--- src/audio_pkg.sv ---
`default_nettype none

package audio_pkg;

	// packed stereo sample, left channel in the upper half.
	typedef logic [31:0] sample_t;

	// bus register map.
	localparam logic [3:0] ADDR_DATA    = 4'h0; // write pushes a sample, read gives fill count.
	localparam logic [3:0] ADDR_DIVISOR = 4'h1; // bit-clock half-period in system clocks.
	localparam logic [3:0] ADDR_STATUS  = 4'h2; // bit 0 is the sticky underrun flag.

	// divisor after reset.
	localparam logic [31:0] DIVISOR_RESET = 32'd4;

	// channel helpers for the packed sample.
	function automatic logic [15:0] left_of(sample_t s);
		return s[31:16];
	endfunction

	function automatic logic [15:0] right_of(sample_t s);
		return s[15:0];
	endfunction

endpackage

`default_nettype wire

--- src/sample_fifo.sv ---
`timescale 1ns/1ns
`default_nettype none

module sample_fifo #(
	parameter int DEPTH = 16
)(
	input wire i_clock,
	input wire i_rst_n,
	input wire i_push,
	input wire audio_pkg::sample_t i_wdata,
	input wire i_pop,
	output audio_pkg::sample_t o_head,
	output logic o_empty,
	output logic o_full,
	output logic [$clog2(DEPTH):0] o_count
);
	import audio_pkg::*;

	localparam int AW = $clog2(DEPTH);
	localparam logic [AW:0] FULL_COUNT = (AW + 1)'(DEPTH);

	sample_t mem [DEPTH];
	logic [AW-1:0] wr_ptr;
	logic [AW-1:0] rd_ptr;
	logic push_ok;
	logic pop_ok;

	// requests against a full or empty queue are dropped.
	assign push_ok = i_push && !o_full;
	assign pop_ok = i_pop && !o_empty;

	assign o_empty = (o_count == '0);
	assign o_full = (o_count == FULL_COUNT);
	assign o_head = mem[rd_ptr]; // first word falls through.

	// storage, no reset needed.
	always_ff @(posedge i_clock) begin
		if (push_ok)
			mem[wr_ptr] <= i_wdata;
	end

	always_ff @(posedge i_clock) begin
		if (!i_rst_n) begin
			wr_ptr <= '0;
			rd_ptr <= '0;
			o_count <= '0;
		end else begin
			if (push_ok)
				wr_ptr <= wr_ptr + 1'b1; // wraps, depth is a power of two.
			if (pop_ok)
				rd_ptr <= rd_ptr + 1'b1;

			case ({push_ok, pop_ok})
				2'b10: o_count <= o_count + 1'b1;
				2'b01: o_count <= o_count - 1'b1;
				default: o_count <= o_count; // both or neither.
			endcase
		end
	end

endmodule

`default_nettype wire

--- src/audio_regs.sv ---
`timescale 1ns/1ns
`default_nettype none

module audio_regs #(
	parameter int DEPTH = 16
)(
	input wire i_clock,
	input wire i_rst_n,
	input wire i_request,
	input wire i_rw,
	input wire [3:0] i_address,
	input wire [31:0] i_wdata,
	input wire i_fifo_full,
	input wire [$clog2(DEPTH):0] i_fifo_count,
	input wire i_underrun,
	output logic [31:0] o_rdata,
	output logic o_ready,
	output logic o_push,
	output audio_pkg::sample_t o_push_data,
	output logic [31:0] o_divisor,
	output logic o_interrupt
);
	import audio_pkg::*;

	localparam int CW = $clog2(DEPTH) + 1;
	localparam logic [CW-1:0] HALF = CW'(DEPTH / 2);

	typedef enum logic {
		S_IDLE,
		S_ACK
	} state_t;

	state_t state;
	logic underrun_flag;
	logic accept;
	logic data_write;
	logic status_read;
	logic [1:0] above_half;

	// data writes stall while the fifo is full.
	assign data_write = i_rw && (i_address == ADDR_DATA);
	assign accept = (state == S_IDLE) && i_request && !(data_write && i_fifo_full);
	assign status_read = accept && !i_rw && (i_address == ADDR_STATUS);

	assign o_ready = (state == S_ACK);

	always_ff @(posedge i_clock) begin
		if (!i_rst_n) begin
			state <= S_IDLE;
			o_push <= 1'b0;
			o_divisor <= DIVISOR_RESET;
		end else begin
			o_push <= accept && data_write;
			case (state)
				S_IDLE: if (accept) state <= S_ACK;
				S_ACK: if (!i_request) state <= S_IDLE; // cpu has seen ready.
				default: state <= S_IDLE;
			endcase
			if (accept && i_rw && (i_address == ADDR_DIVISOR))
				o_divisor <= i_wdata;
		end
	end

	// read data and pushed sample, captured at accept.
	always_ff @(posedge i_clock) begin
		if (accept) begin
			o_push_data <= i_wdata;
			if (i_rw) begin
				o_rdata <= '0;
			end else begin
				case (i_address)
					ADDR_DATA: o_rdata <= 32'(i_fifo_count);
					ADDR_DIVISOR: o_rdata <= o_divisor;
					ADDR_STATUS: o_rdata <= {31'd0, underrun_flag};
					default: o_rdata <= '0;
				endcase
			end
		end
	end

	// sticky, a new underrun wins over the clearing read.
	always_ff @(posedge i_clock) begin
		if (!i_rst_n)
			underrun_flag <= 1'b0;
		else if (i_underrun)
			underrun_flag <= 1'b1;
		else if (status_read)
			underrun_flag <= 1'b0;
	end

	// older sample in bit 1.
	always_ff @(posedge i_clock) begin
		if (!i_rst_n)
			above_half <= 2'b00;
		else
			above_half <= {above_half[0], i_fifo_count > HALF};
	end

	assign o_interrupt = (above_half == 2'b10); // dropped to half or below.

endmodule

`default_nettype wire

--- src/rate_timer.sv ---
`timescale 1ns/1ns
`default_nettype none

module rate_timer (
	input wire i_clock,
	input wire i_rst_n,
	input wire [31:0] i_divisor,
	output logic o_tick
);
	logic [31:0] count;
	logic [31:0] reload;
	logic expired;

	// zero divisor behaves like one.
	assign reload = (i_divisor == 32'd0) ? 32'd1 : i_divisor;

	// last cycle of the period.
	assign expired = (count <= 32'd1);

	always_ff @(posedge i_clock) begin
		if (!i_rst_n) begin
			count <= '0;
			o_tick <= 1'b0;
		end else begin
			o_tick <= expired;
			if (expired)
				count <= reload; // new divisor is picked up here.
			else
				count <= count - 32'd1;
		end
	end

endmodule

`default_nettype wire

--- src/sample_serializer.sv ---
`timescale 1ns/1ns
`default_nettype none

module sample_serializer (
	input wire i_clock,
	input wire i_rst_n,
	input wire i_tick,
	input wire i_empty,
	input wire audio_pkg::sample_t i_head,
	output logic o_pop,
	output logic o_underrun,
	output logic o_bclk,
	output logic o_ws,
	output logic o_sdata
);
	import audio_pkg::*;

	sample_t shift_q;
	sample_t frame_word;
	logic [4:0] bit_cnt;
	logic fall_tick;
	logic frame_start;

	// a tick while bclk is high drives it low.
	assign fall_tick = i_tick && o_bclk;
	assign frame_start = fall_tick && (bit_cnt == 5'd0);

	// empty fifo at frame start means a silent frame.
	assign frame_word = i_empty ? sample_t'(0) : {left_of(i_head), right_of(i_head)};

	always_ff @(posedge i_clock) begin
		if (!i_rst_n) begin
			o_bclk <= 1'b0;
			o_ws <= 1'b0;
			o_sdata <= 1'b0;
			o_pop <= 1'b0;
			o_underrun <= 1'b0;
			bit_cnt <= '0;
		end else begin
			o_pop <= frame_start && !i_empty;
			o_underrun <= frame_start && i_empty;

			if (i_tick)
				o_bclk <= !o_bclk;

			if (fall_tick) begin
				o_ws <= bit_cnt[4]; // right half from bit 16 on.
				bit_cnt <= bit_cnt + 5'd1; // wraps into the next frame.
				if (bit_cnt == 5'd0)
					o_sdata <= frame_word[31];
				else
					o_sdata <= shift_q[31];
			end
		end
	end

	// msb leaves first, the rest waits here.
	always_ff @(posedge i_clock) begin
		if (frame_start)
			shift_q <= {frame_word[30:0], 1'b0};
		else if (fall_tick)
			shift_q <= {shift_q[30:0], 1'b0};
	end

endmodule

`default_nettype wire

--- src/audio_top.sv ---
`timescale 1ns/1ns
`default_nettype none

module audio_top #(
	parameter int DEPTH = 16
)(
	input wire i_clock,
	input wire i_rst_n,
	input wire i_request,
	input wire i_rw,
	input wire [3:0] i_address,
	input wire [31:0] i_wdata,
	output logic [31:0] o_rdata,
	output logic o_ready,
	output logic o_interrupt,
	output logic o_bclk,
	output logic o_ws,
	output logic o_sdata
);
	import audio_pkg::*;

	sample_t push_data;
	sample_t head;
	logic push;
	logic pop;
	logic empty;
	logic full;
	logic underrun;
	logic tick;
	logic [31:0] divisor;
	logic [$clog2(DEPTH):0] count;

	sample_fifo #(
		.DEPTH(DEPTH)
	) fifo_i (
		.i_clock(i_clock),
		.i_rst_n(i_rst_n),
		.i_push(push),
		.i_wdata(push_data),
		.i_pop(pop),
		.o_head(head),
		.o_empty(empty),
		.o_full(full),
		.o_count(count)
	);

	audio_regs #(
		.DEPTH(DEPTH)
	) regs_i (
		.i_clock(i_clock),
		.i_rst_n(i_rst_n),
		.i_request(i_request),
		.i_rw(i_rw),
		.i_address(i_address),
		.i_wdata(i_wdata),
		.i_fifo_full(full),
		.i_fifo_count(count),
		.i_underrun(underrun),
		.o_rdata(o_rdata),
		.o_ready(o_ready),
		.o_push(push),
		.o_push_data(push_data),
		.o_divisor(divisor),
		.o_interrupt(o_interrupt)
	);

	rate_timer timer_i (
		.i_clock(i_clock),
		.i_rst_n(i_rst_n),
		.i_divisor(divisor),
		.o_tick(tick)
	);

	sample_serializer ser_i (
		.i_clock(i_clock),
		.i_rst_n(i_rst_n),
		.i_tick(tick),
		.i_empty(empty),
		.i_head(head),
		.o_pop(pop),
		.o_underrun(underrun),
		.o_bclk(o_bclk),
		.o_ws(o_ws),
		.o_sdata(o_sdata)
	);

endmodule

`default_nettype wire

--- config.mk ---
export PLATFORM = sky130hd
export DESIGN_NAME = audio_top
export DESIGN_NICKNAME = d
export VERILOG_FILES = /design/src/audio_pkg.sv /design/src/sample_fifo.sv /design/src/audio_regs.sv /design/src/rate_timer.sv /design/src/sample_serializer.sv /design/src/audio_top.sv
export SDC_FILE = /design/constraint.sdc
export NUM_CORES = 1
export LEC_CHECK = 0
export BUFFER_PORTS_ARGS = -buffer_cell sky130_fd_sc_hd__buf_4
export CAP_MARGIN = 20
export CELL_PAD_IN_SITES_DETAIL_PLACEMENT = 1
export CELL_PAD_IN_SITES_GLOBAL_PLACEMENT = 1
export CORE_ASPECT_RATIO = 0.5
export CORE_MARGIN = 2
export CORE_UTILIZATION = 49
export CTS_CLUSTER_DIAMETER = 40
export DETAILED_ROUTE_END_ITERATION = 10
export PLACE_DENSITY = 0.78
export SETUP_SLACK_MARGIN = 0.05
export SLEW_MARGIN = 10
export SYNTH_ARGS = -nofsm -noshare
export SYNTH_HDL_FRONTEND = slang
export SYNTH_HIERARCHICAL = 1
export SYNTH_SLANG_ARGS = --single-unit
--- constraint.sdc ---
create_clock -name i_clock -period 6.31 [get_ports i_clock]
set_input_delay 1.262 -clock i_clock [delete_from_list [all_inputs] [get_ports i_clock]]
set_output_delay 1.262 -clock i_clock [all_outputs]
set_load 0.01 [all_outputs]
# Word level (Yosys, flattened, before mapping)
# Memories as Yosys holds them, arrays and structs flattened. A register that Yosys moved wholly into a read port is not among the register bits.
# Index checks and enable logic that the tools add are counted.
# W data, S select, Z words.
[totals] ff_bits=188 latchBits=0 ram_bits=512 rom_bits=0 input_bits=40 output_inout_bits=37 mem_count=1
[op_classes] n_addsub=6 mul=0 div_mod_pow=0 order_cmp=2 eq_ne=6 n_shift=0 mux=17 bitwise=1 n_reduce_logical=27
[mem_list] name="fifo_i.mem" depth=16 word_bits=32 rd=1 rd_clocked_by_memory_dff=1 write_ports=1 line_no="sample_fifo.sv:22" source="sample_t mem [DEPTH];"
[ops] operator="$mux W32" count=5
[ops] operator="$pmux W32 S3" count=1
[ops] operator="$le A32 B1 Y1 const B" count=1
[ops] operator="$logic_not A32 Y1" count=1
[ops] operator="$sub A32 B1 Y32 const B" count=1
[ops] operator="$logic_and A1 B1 Y1" count=15
[ops] operator="$add A5 B1 Y5 const B" count=2
[ops] operator="$logic_not A5 Y1" count=2
[ops] operator="$pmux W5 S2" count=1
[ops] operator="$add A4 B1 Y4 const B" count=2
[ops] operator="$mux W4" count=2
[ops] operator="$mux W1" count=7
[ops] operator="$reduce_bool A2 Y1" count=3
[ops] operator="$eq A5 B5 Y1 const B" count=1
[ops] operator="$gt A5 B4 Y1 const B" count=1
[ops] operator="$logic_not A1 Y1" count=5
[ops] operator="$sub A5 B1 Y5 const B" count=1
[ops] operator="$eq A2 B2 Y1 const B" count=2
[ops] operator="$eq A4 B1 Y1 const B" count=1
[ops] operator="$eq A4 B2 Y1 const B" count=1
[ops] operator="$logic_not A4 Y1" count=1
[ops] operator="$eq A2 B1 Y1 const B" count=1
[ops] operator="$pmux W1 S2" count=1
[ops] operator="$not A1 Y1" count=1

# Longest topological paths before layout
# Gate-level depths: netlist of the first run.
[depth] depth_word=9 mapped_depth=12

# Cells and area by module
# The synthesis of the first run kept the hierarchy.
[modules_own_cells] mod="sample_fifo" instances=1 cells_per_inst=837 area_per_inst_um2=20303.2
[modules_own_cells] mod="audio_regs" instances=1 cells_per_inst=272 area_per_inst_um2=3743.6
[modules_own_cells] mod="sample_serializer" instances=1 cells_per_inst=143 area_per_inst_um2=2063.2
[modules_own_cells] mod="rate_timer" instances=1 cells_per_inst=196 area_per_inst_um2=1776.7

# Worst setup path before layout of the first run
# OpenSTA, ideal clock, no wires.
[synth_timing] path_kind="input to register" start="in i_address[0]" end="reg regs_i.o_push_data[0], enable pin" t_arrival_ns=6.171 path_slack_ns=-0.445 cell_stages=3 n_path_buf=1 cell_sequence="buf_4 -> nor4_1 -> a21boi_0"
[synth_via] elab_chain_cells=5
[synth_lines] element="start: declaration" line_no="audio_top.sv:11" source="input wire [3:0] i_address,"
[synth_lines] element="$logic_not A4 Y1" line_no="audio_regs.sv:41" source="assign data_write = i_rw && (i_address == ADDR_DATA);"
[synth_lines] element="$logic_and A1 B1 Y1" line_no="audio_regs.sv:41"
[synth_lines] element="$logic_and A1 B1 Y1" line_no="audio_regs.sv:42" source="assign accept = (state == S_IDLE) && i_request && !(data_write && i_fifo_full);"
[synth_lines] element="$logic_not A1 Y1" line_no="audio_regs.sv:42"
[synth_lines] element="$logic_and A1 B1 Y1" line_no="audio_regs.sv:42"
[synth_lines] element="named net regs_i.accept" line_no="audio_regs.sv:35" source="logic accept;"
[synth_lines] element="end signal: assignment" line_no="audio_regs.sv:67" source="o_push_data <= i_wdata;"
[synth_lines] element="end: declaration" line_no="audio_regs.sv:19" source="output audio_pkg::sample_t o_push_data,"
# The timed path passes the listed nets, and every way through them passes these cells.
# A chain may end at the register's enable or synchronous reset.

==> results of run 1 <==
## cells in the mapped netlist (all sizes together), types with 25 or more instances
cell type	n	area, µm²
nor2b	40	250
edfxtp	607	18200
buf	44	368
dfxtp	97	1940
nor2	52	211
and2	32	200
nand2	85	322
xnor2	25	219
mux2	30	439
mux4	160	3630
mux2i	43	430
clkbuf	28	115
## power by group through the flow
stage / combinational, µW / clock (µW) / sequential, µW
6_report: 797 / 4130 / 5310
4_1_cts: 792 / 4180 / 5310
3_3_place_gp: 739 / 0 / 5390
5_1_grt: 861 / 4350 / 5330
2_1_floorplan: 583 / 0 / 5360
3_5_place_dp: 782 / 0 / 5410
## metal layers
layer	track usage	wire length [µm]	up-vias
li1	-	-	5984
met4	0.0560	1200	6
met5	0	31	-
met2	0.388	34200	696
met3	0.0430	6340	103
met1	0.342	28100	7663
## worst max path at each step
stage	start	endpoint	slack, ns	cells past startpoint
3_3_place_gp	flop	ser_i/shift_q[27]	2.96	5
3_5_place_dp	flop	ser_i/shift_q[30]	2.89	5
4_1_cts	flop	ser_i/shift_q[30]	2.80	5
2_1_floorplan	i_address[0]	regs_i/o_push_data[0]	1.25	3
5_1_grt	flop	ser_i/shift_q[30]	2.62	5
6_report	flop	ser_i/shift_q[30]	2.83	5
## layout make-up
class	instances	area (µm²)	area share
clock inverters	36	364	0.0115
well taps	756	946	0.0300
repair buffers	104	793	0.0252
multi-input cells	656	7300	0.232
clock buffers	86	1890	0.0598
flip-flops and latches	704	20200	0.640
inverters	15	56.3	0.00179
## worst reg2reg max path: stages, from the launching register on
cell     delay (ns)
dfxtp_4        0.87
buf_12         0.59
mux4_1         0.83
mux4_2         0.49
nor2b_1        0.15
mux2_4         0.30
## flip-flops by register name, indices dropped and copies added, names as in the netlist, named ones only
| signal | cells |
|---|---|
| timer_i/count | 32 |
| regs_i/underrun_flag | 1 |
| fifo_i/rd_ptr | 4 |
| ser_i/o_sdata | 1 |
| fifo_i/o_count | 5 |
| ser_i/o_underrun | 1 |
| regs_i/o_rdata | 32 |
| regs_i/o_ready | 1 |
| fifo_i/mem | 512 |
| regs_i/o_push_data | 32 |
| timer_i/o_tick | 1 |
| ser_i/o_bclk | 1 |
| regs_i/o_push | 1 |
| ser_i/bit_cnt | 5 |
| fifo_i/wr_ptr | 4 |
| ser_i/o_pop | 1 |
| regs_i/o_divisor | 32 |
| ser_i/o_ws | 1 |
| ser_i/shift_q | 31 |
| regs_i/above_half | 2 |
## cells by family after synthesis
family	Yosys count	synth area share
compound gates	73	0.0197
xor+xnor	36	0.0113
fa+ha+maj	12	0.00538
buf+inv	88	0.0197
flops	704	0.723
mux	233	0.161
simple gates	302	0.0593
## per-stage QoR
step	area (µm²)	instances	total power, µW
2_1_floorplan	27900	1448	5940
3_3_place_gp	29300	2235	6130
3_5_place_dp	29300	2235	6190
4_1_cts	31500	2357	10300
5_1_grt	31500	2357	10500
6_report	31500	2357	10200
==> impl_metrics.json, run 1 <==
{
  "die_w_um": 341,
  "clk_latency_ns": 0.59,
  "area_growth_pct": 13.0,
  "min_to": "regs_i/underrun_flag",
  "p_comb_frac": 0.078,
  "synth_nets": 1500,
  "async_flop_share": 0,
  "die_area_um2": 59000,
  "cts_sinks": 704,
  "cts_buffers": 68,
  "grt_use_total": 0.239,
  "max_slew.worst_pin.slew_ns": 1.02,
  "cts_tree": "built",
  "grt_first_pass_wirelength_mm": 103,
  "io_pins": 77,
  "synth-main-ff-cell": "edfxtp_1",
  "first_iter_violations": 1745,
  "p_int_uw": 7840,
  "hold_depth": 2,
  "path_class": "flop to flop",
  "layout_setup_ws_ns": 2.83,
  "finalSetupViolations": 0,
  "cts_max_path_buffers": 3,
  "totalWireLength_mm": 69.9,
  "crit_fanout": 78,
  "p_seq_frac": 0.519,
  "min_path_type": "flop to flop",
  "cp.buffers_inverters": 1,
  "rsz0062_at_grt": "no",
  "ys_warn_count": 6,
  "num_vias": 14500,
  "cts_resized": 0,
  "layout_min_cycle_time_ns": 3.48,
  "cp_top_family": "multiplexers",
  "holdWs_ns": 0.455,
  "p_per_area_nw_per_um2": 325,
  "setup_tns_ns": 0,
  "max_stage_delay_ns": 0.87,
  "cts-htree-levels": 3,
  "n_fill_cell": 4934,
  "r2r_end": "ser_i/shift_q[30]",
  "placementRows": 61,
  "power_frac_clock": 0.404,
  "syn_avg_cell_area_um2": 19.3,
  "cp.arrival_ns": 3.82,
  "route.detailed.drc": 0,
  "io_buffers": 76,
  "min_from": "ser_i/o_underrun",
  "clock_skew_ns": 0.0200,
  "ir_worst_vdd_uv": 173,
  "grt_start_max_net_pins": 79,
  "firstDrtPassIters": 7,
  "maxSlewHeadroom": 0.320,
  "p_switching_uw": 2400,
  "gp_congestion": 0.813,
  "via_per_inst": 6.13,
  "drv_cap": 0,
  "grt_pass1_vias": 15400,
  "cp_data_required_time_ns": 6.65,
  "end_kind": "flop",
  "final_util": 0.564,
  "ff2ff_path_depth": 5,
  "drv_slew": 0,
  "cp_cell_sequence": "buf_12, mux4_1, mux4_2, nor2b_1, mux2_4",
  "synth_cells": 1448,
  "synth_seq_cells": 704,
  "cts_root_buf": "clkbuf_16",
  "overflow": 0,
  "hold_violations": 0,
  "layout-drive-gt1-share": 0.267,
  "dp_hpwl_mm": 37.7,
  "die_h_um": 173,
  "place_ws_ns": 2.89,
  "final_common_cell": "edfxtp_1",
  "holdBufCountCts": 0,
  "cp_slowest_cell": "dfxtp_4",
  "switching_share": 0.234,
  "cts_setup_buffers": 0,
  "layout_common_cells": "607 x edfxtp_1, 153 x mux4_2, 103 x buf_4",
  "start_util": 0.499,
  "fin_nets": 1601,
  "synth_edf_count": 607,
  "avgRoutedWirePerCell_um": 29.7,
  "antenna_left": 0,
  "core_um2": 55900,
  "r2r_slack_ns": 2.83,
  "status": "finished clean",
  "antenna_found_initial": 4,
  "fmax_ghz": 0.288,
  "period_share": 0.551,
  "cp-start-kind": "flop",
  "leakagePower_uw": 0.0101,
  "yosysUniqueCellTypes": 69,
  "syn-cell-area_um2": 27900,
  "antenna_cells": 0,
  "seq_area_frac_synth": 0.723,
  "clk_pin_slew_ns": 0.07
}
(Power assumes the default switching activity.)
==> inputs of run 2 (changes only) <==
- ABC_AREA: default -> 1
- CORE_UTILIZATION: 49 -> 51
- PLACE_DENSITY: 0.78 -> 0.82
- clock period: 6.31 -> 3.4 ns (I/O delays scaled with it)
==> run 2 against run 1 <==
Non-clock buffer count rose by 13. Largest power group unchanged. Register-to-register slack got worse by 2.1 ns. First-iteration DRC count rose by 42%. Critical endpoint is now fifo_i/mem[15][16]. Wire length rose by 23%. Sequential cell count did not move. Via count rose by 38%. Clock power rose by 80%. Die area rose by 2.3%. Highest routed layer is now met4. Global-route usage rose by 4.6 points. Clock-buffer cell count fell by 4. Fmax rose by 31%.
==> impl_metrics.json, run 2 <==
{
  "fmax_ghz": 0.375,
  "largest_register_ffs": 512,
  "finalSetupViolations": 0,
  "synth_nets": 2521,
  "placementRows": 62,
  "synth_most_common_cell": "edfxtp_1",
  "min_from": "i_wdata[1]",
  "maxSlewHeadroom": 0.278,
  "synth-main-ff-cell": "edfxtp_1",
  "core_um2": 57500,
  "synthTopCellsByCount": "607 x edfxtp_1, 291 x inv_1, 272 x nand2_1",
  "n_fill_cell": 5747,
  "dp_hpwl_mm": 51.6,
  "crit_fanout": 17,
  "start_util": 0.517,
  "cp_data_required_time_ns": 3.69,
  "layout_common_cells": "607 x edfxtp_1, 290 x inv_1, 272 x nand2_1",
  "totalWireLength_mm": 86.0,
  "io_buffers": 76,
  "antenna_cells": 0,
  "drv_slew": 0,
  "p_per_area_nw_per_um2": 597,
  "fin_nets": 2578,
  "cts-htree-levels": 3,
  "worstReg2RegStart": "fifo_i/o_count[2]",
  "async_flop_share": 0,
  "cts_sinks": 704,
  "synth_cells": 2469,
  "regMostFlops": "fifo_i/mem",
  "path_class": "flop to flop",
  "grt_start_max_net_pins": 129,
  "ys_warn_count": 6,
  "grt_use_total": 0.286,
  "cts_max_path_buffers": 3,
  "final_common_cell": "edfxtp_1",
  "die_w_um": 345,
  "avgRoutedWirePerCell_um": 25.7,
  "grt_first_pass_wirelength_mm": 131,
  "first_iter_violations": 2477,
  "area_growth_pct": 11.5,
  "holdBufCountCts": 0,
  "synth_top_area_frac": 0.614,
  "synth_edf_count": 607,
  "layout-drive-gt1-share": 0.129,
  "layout_min_cycle_time_ns": 2.66,
  "rsz0062_at_grt": "no",
  "antenna_found_initial": 0,
  "cp.arrival_ns": 2.95,
  "overflow": 0,
  "min_path_type": "primary input to flop",
  "via_per_inst": 5.97,
  "cts_root_buf": "clkbuf_16",
  "clock_skew_ns": 0.0275,
  "ir_worst_vdd_uv": 616,
  "end_kind": "flop",
  "syn-cell-area_um2": 29700,
  "setup_tns_ns": 0,
  "cp-start-kind": "flop",
  "leakagePower_uw": 0.0116,
  "die_h_um": 175,
  "die_area_um2": 60300,
  "max_slew.worst_pin.slew_ns": 1.08,
  "gp_congestion": 0.882,
  "yosysUniqueCellTypes": 43,
  "firstDrtPassIters": 7,
  "num_vias": 20000,
  "hold_violations": 0,
  "antenna_left": 0,
  "period_share": 0.783,
  "cts_resized": 0,
  "cts_tree": "built",
  "grt_pass1_vias": 21000,
  "synth_area_leaders": "edfxtp_1 61%, dfxtp_1 6.5%, mux2i_1 4.3%",
  "r2r_slack_ns": 0.74,
  "clk_pin_slew_ns": 0.07,
  "power_uw": 19800,
  "status": "finished clean",
  "synth_seq_cells": 704,
  "syn_avg_cell_area_um2": 12.0,
  "startpoint": "fifo_i/o_count[2]",
  "cts_buffers": 66,
  "route.detailed.drc": 0,
  "synth_area_leader_cell": "edfxtp_1",
  "seq_area_frac_synth": 0.679,
  "cts_setup_buffers": 0,
  "io_pins": 77,
  "clk_latency_ns": 0.59,
  "drv_cap": 0
}
==> run 2: final cells by class <==
class / count / area (µm²) / share of cell area
Inverter: 310 / 1170 / 0.0353
Tap cell: 768 / 961 / 0.0290
Multi-Input combinational cell: 1327 / 7650 / 0.231
Sequential cell: 704 / 20200 / 0.609
Timing Repair Buffer: 117 / 1050 / 0.0318
Clock inverter: 35 / 337 / 0.0102
Clock buffer: 82 / 1770 / 0.0536
==> run 2: critical path, cell delays in order, from the launching register on <==
cell	delay [ns]
dfxtp_1	0.47
nor2_1	0.12
nand3_1	0.15
nand2_2	0.16
inv_1	0.19
nand2_1	0.30
nor2_4	0.64
buf_4	0.32
==> run 2: worst paths after layout <==
path | endpoint | cells past startpoint
worst max-delay path | fifo_i/mem[15][16] | 7
worst min-delay path | regs_i/o_push_data[1] | 1
worst max register to register | fifo_i/mem[15][16] | 7
worst min register to register | regs_i/above_half[1] | 2
==> run 2: cell families (layout without fill, tap and decap cells) <==
family          after synthesis  in the layout  share of synthesized area
flops                       704            704                      0.679
fa+ha+maj                    12             12                    0.00505
compound gates              528            528                      0.105
mux                         128            128                     0.0431
simple gates                648            648                     0.0973
buf+inv                     438            544                     0.0676
xor+xnor                     11             11                    0.00324
==> run 2: stage by stage <==
step,worst slack (ns),instance area (µm²),hold WS [ns],util,std cells
3_5_place_dp,0.813,31000,0.439,0.540,3226
6_report,0.737,33100,0.285,0.576,3343
3_3_place_gp,1.01,31000,0.422,0.540,3226
5_1_grt,0.597,33100,0.269,0.576,3343
2_1_floorplan,0.319,29700,0.407,-,2469
4_1_cts,0.762,33100,0.262,0.576,3343
==> run 2: metal layers <==
metal  share of wire  vias to the layer above  routed length (µm)  global-route usage
li1                -                     8784                   -                   -
met1            0.40                    10100               34800               0.386
met2            0.49                      898               42100               0.479
met3           0.078                      177                6720              0.0453
met4           0.028                        0                2430              0.0903
met5               0                        -                   0                   0
==> run 2: power by group <==
| part | total, µW | leakage [µW] | switching (µW) | internal (µW) |
|---|---|---|---|---|
| Combinational | 2450 | 0.00429 | 1690 | 759 |
| Sequential | 9900 | 0.00629 | 304 | 9600 |
| Clock | 7440 | 0.00103 | 3260 | 4180 |
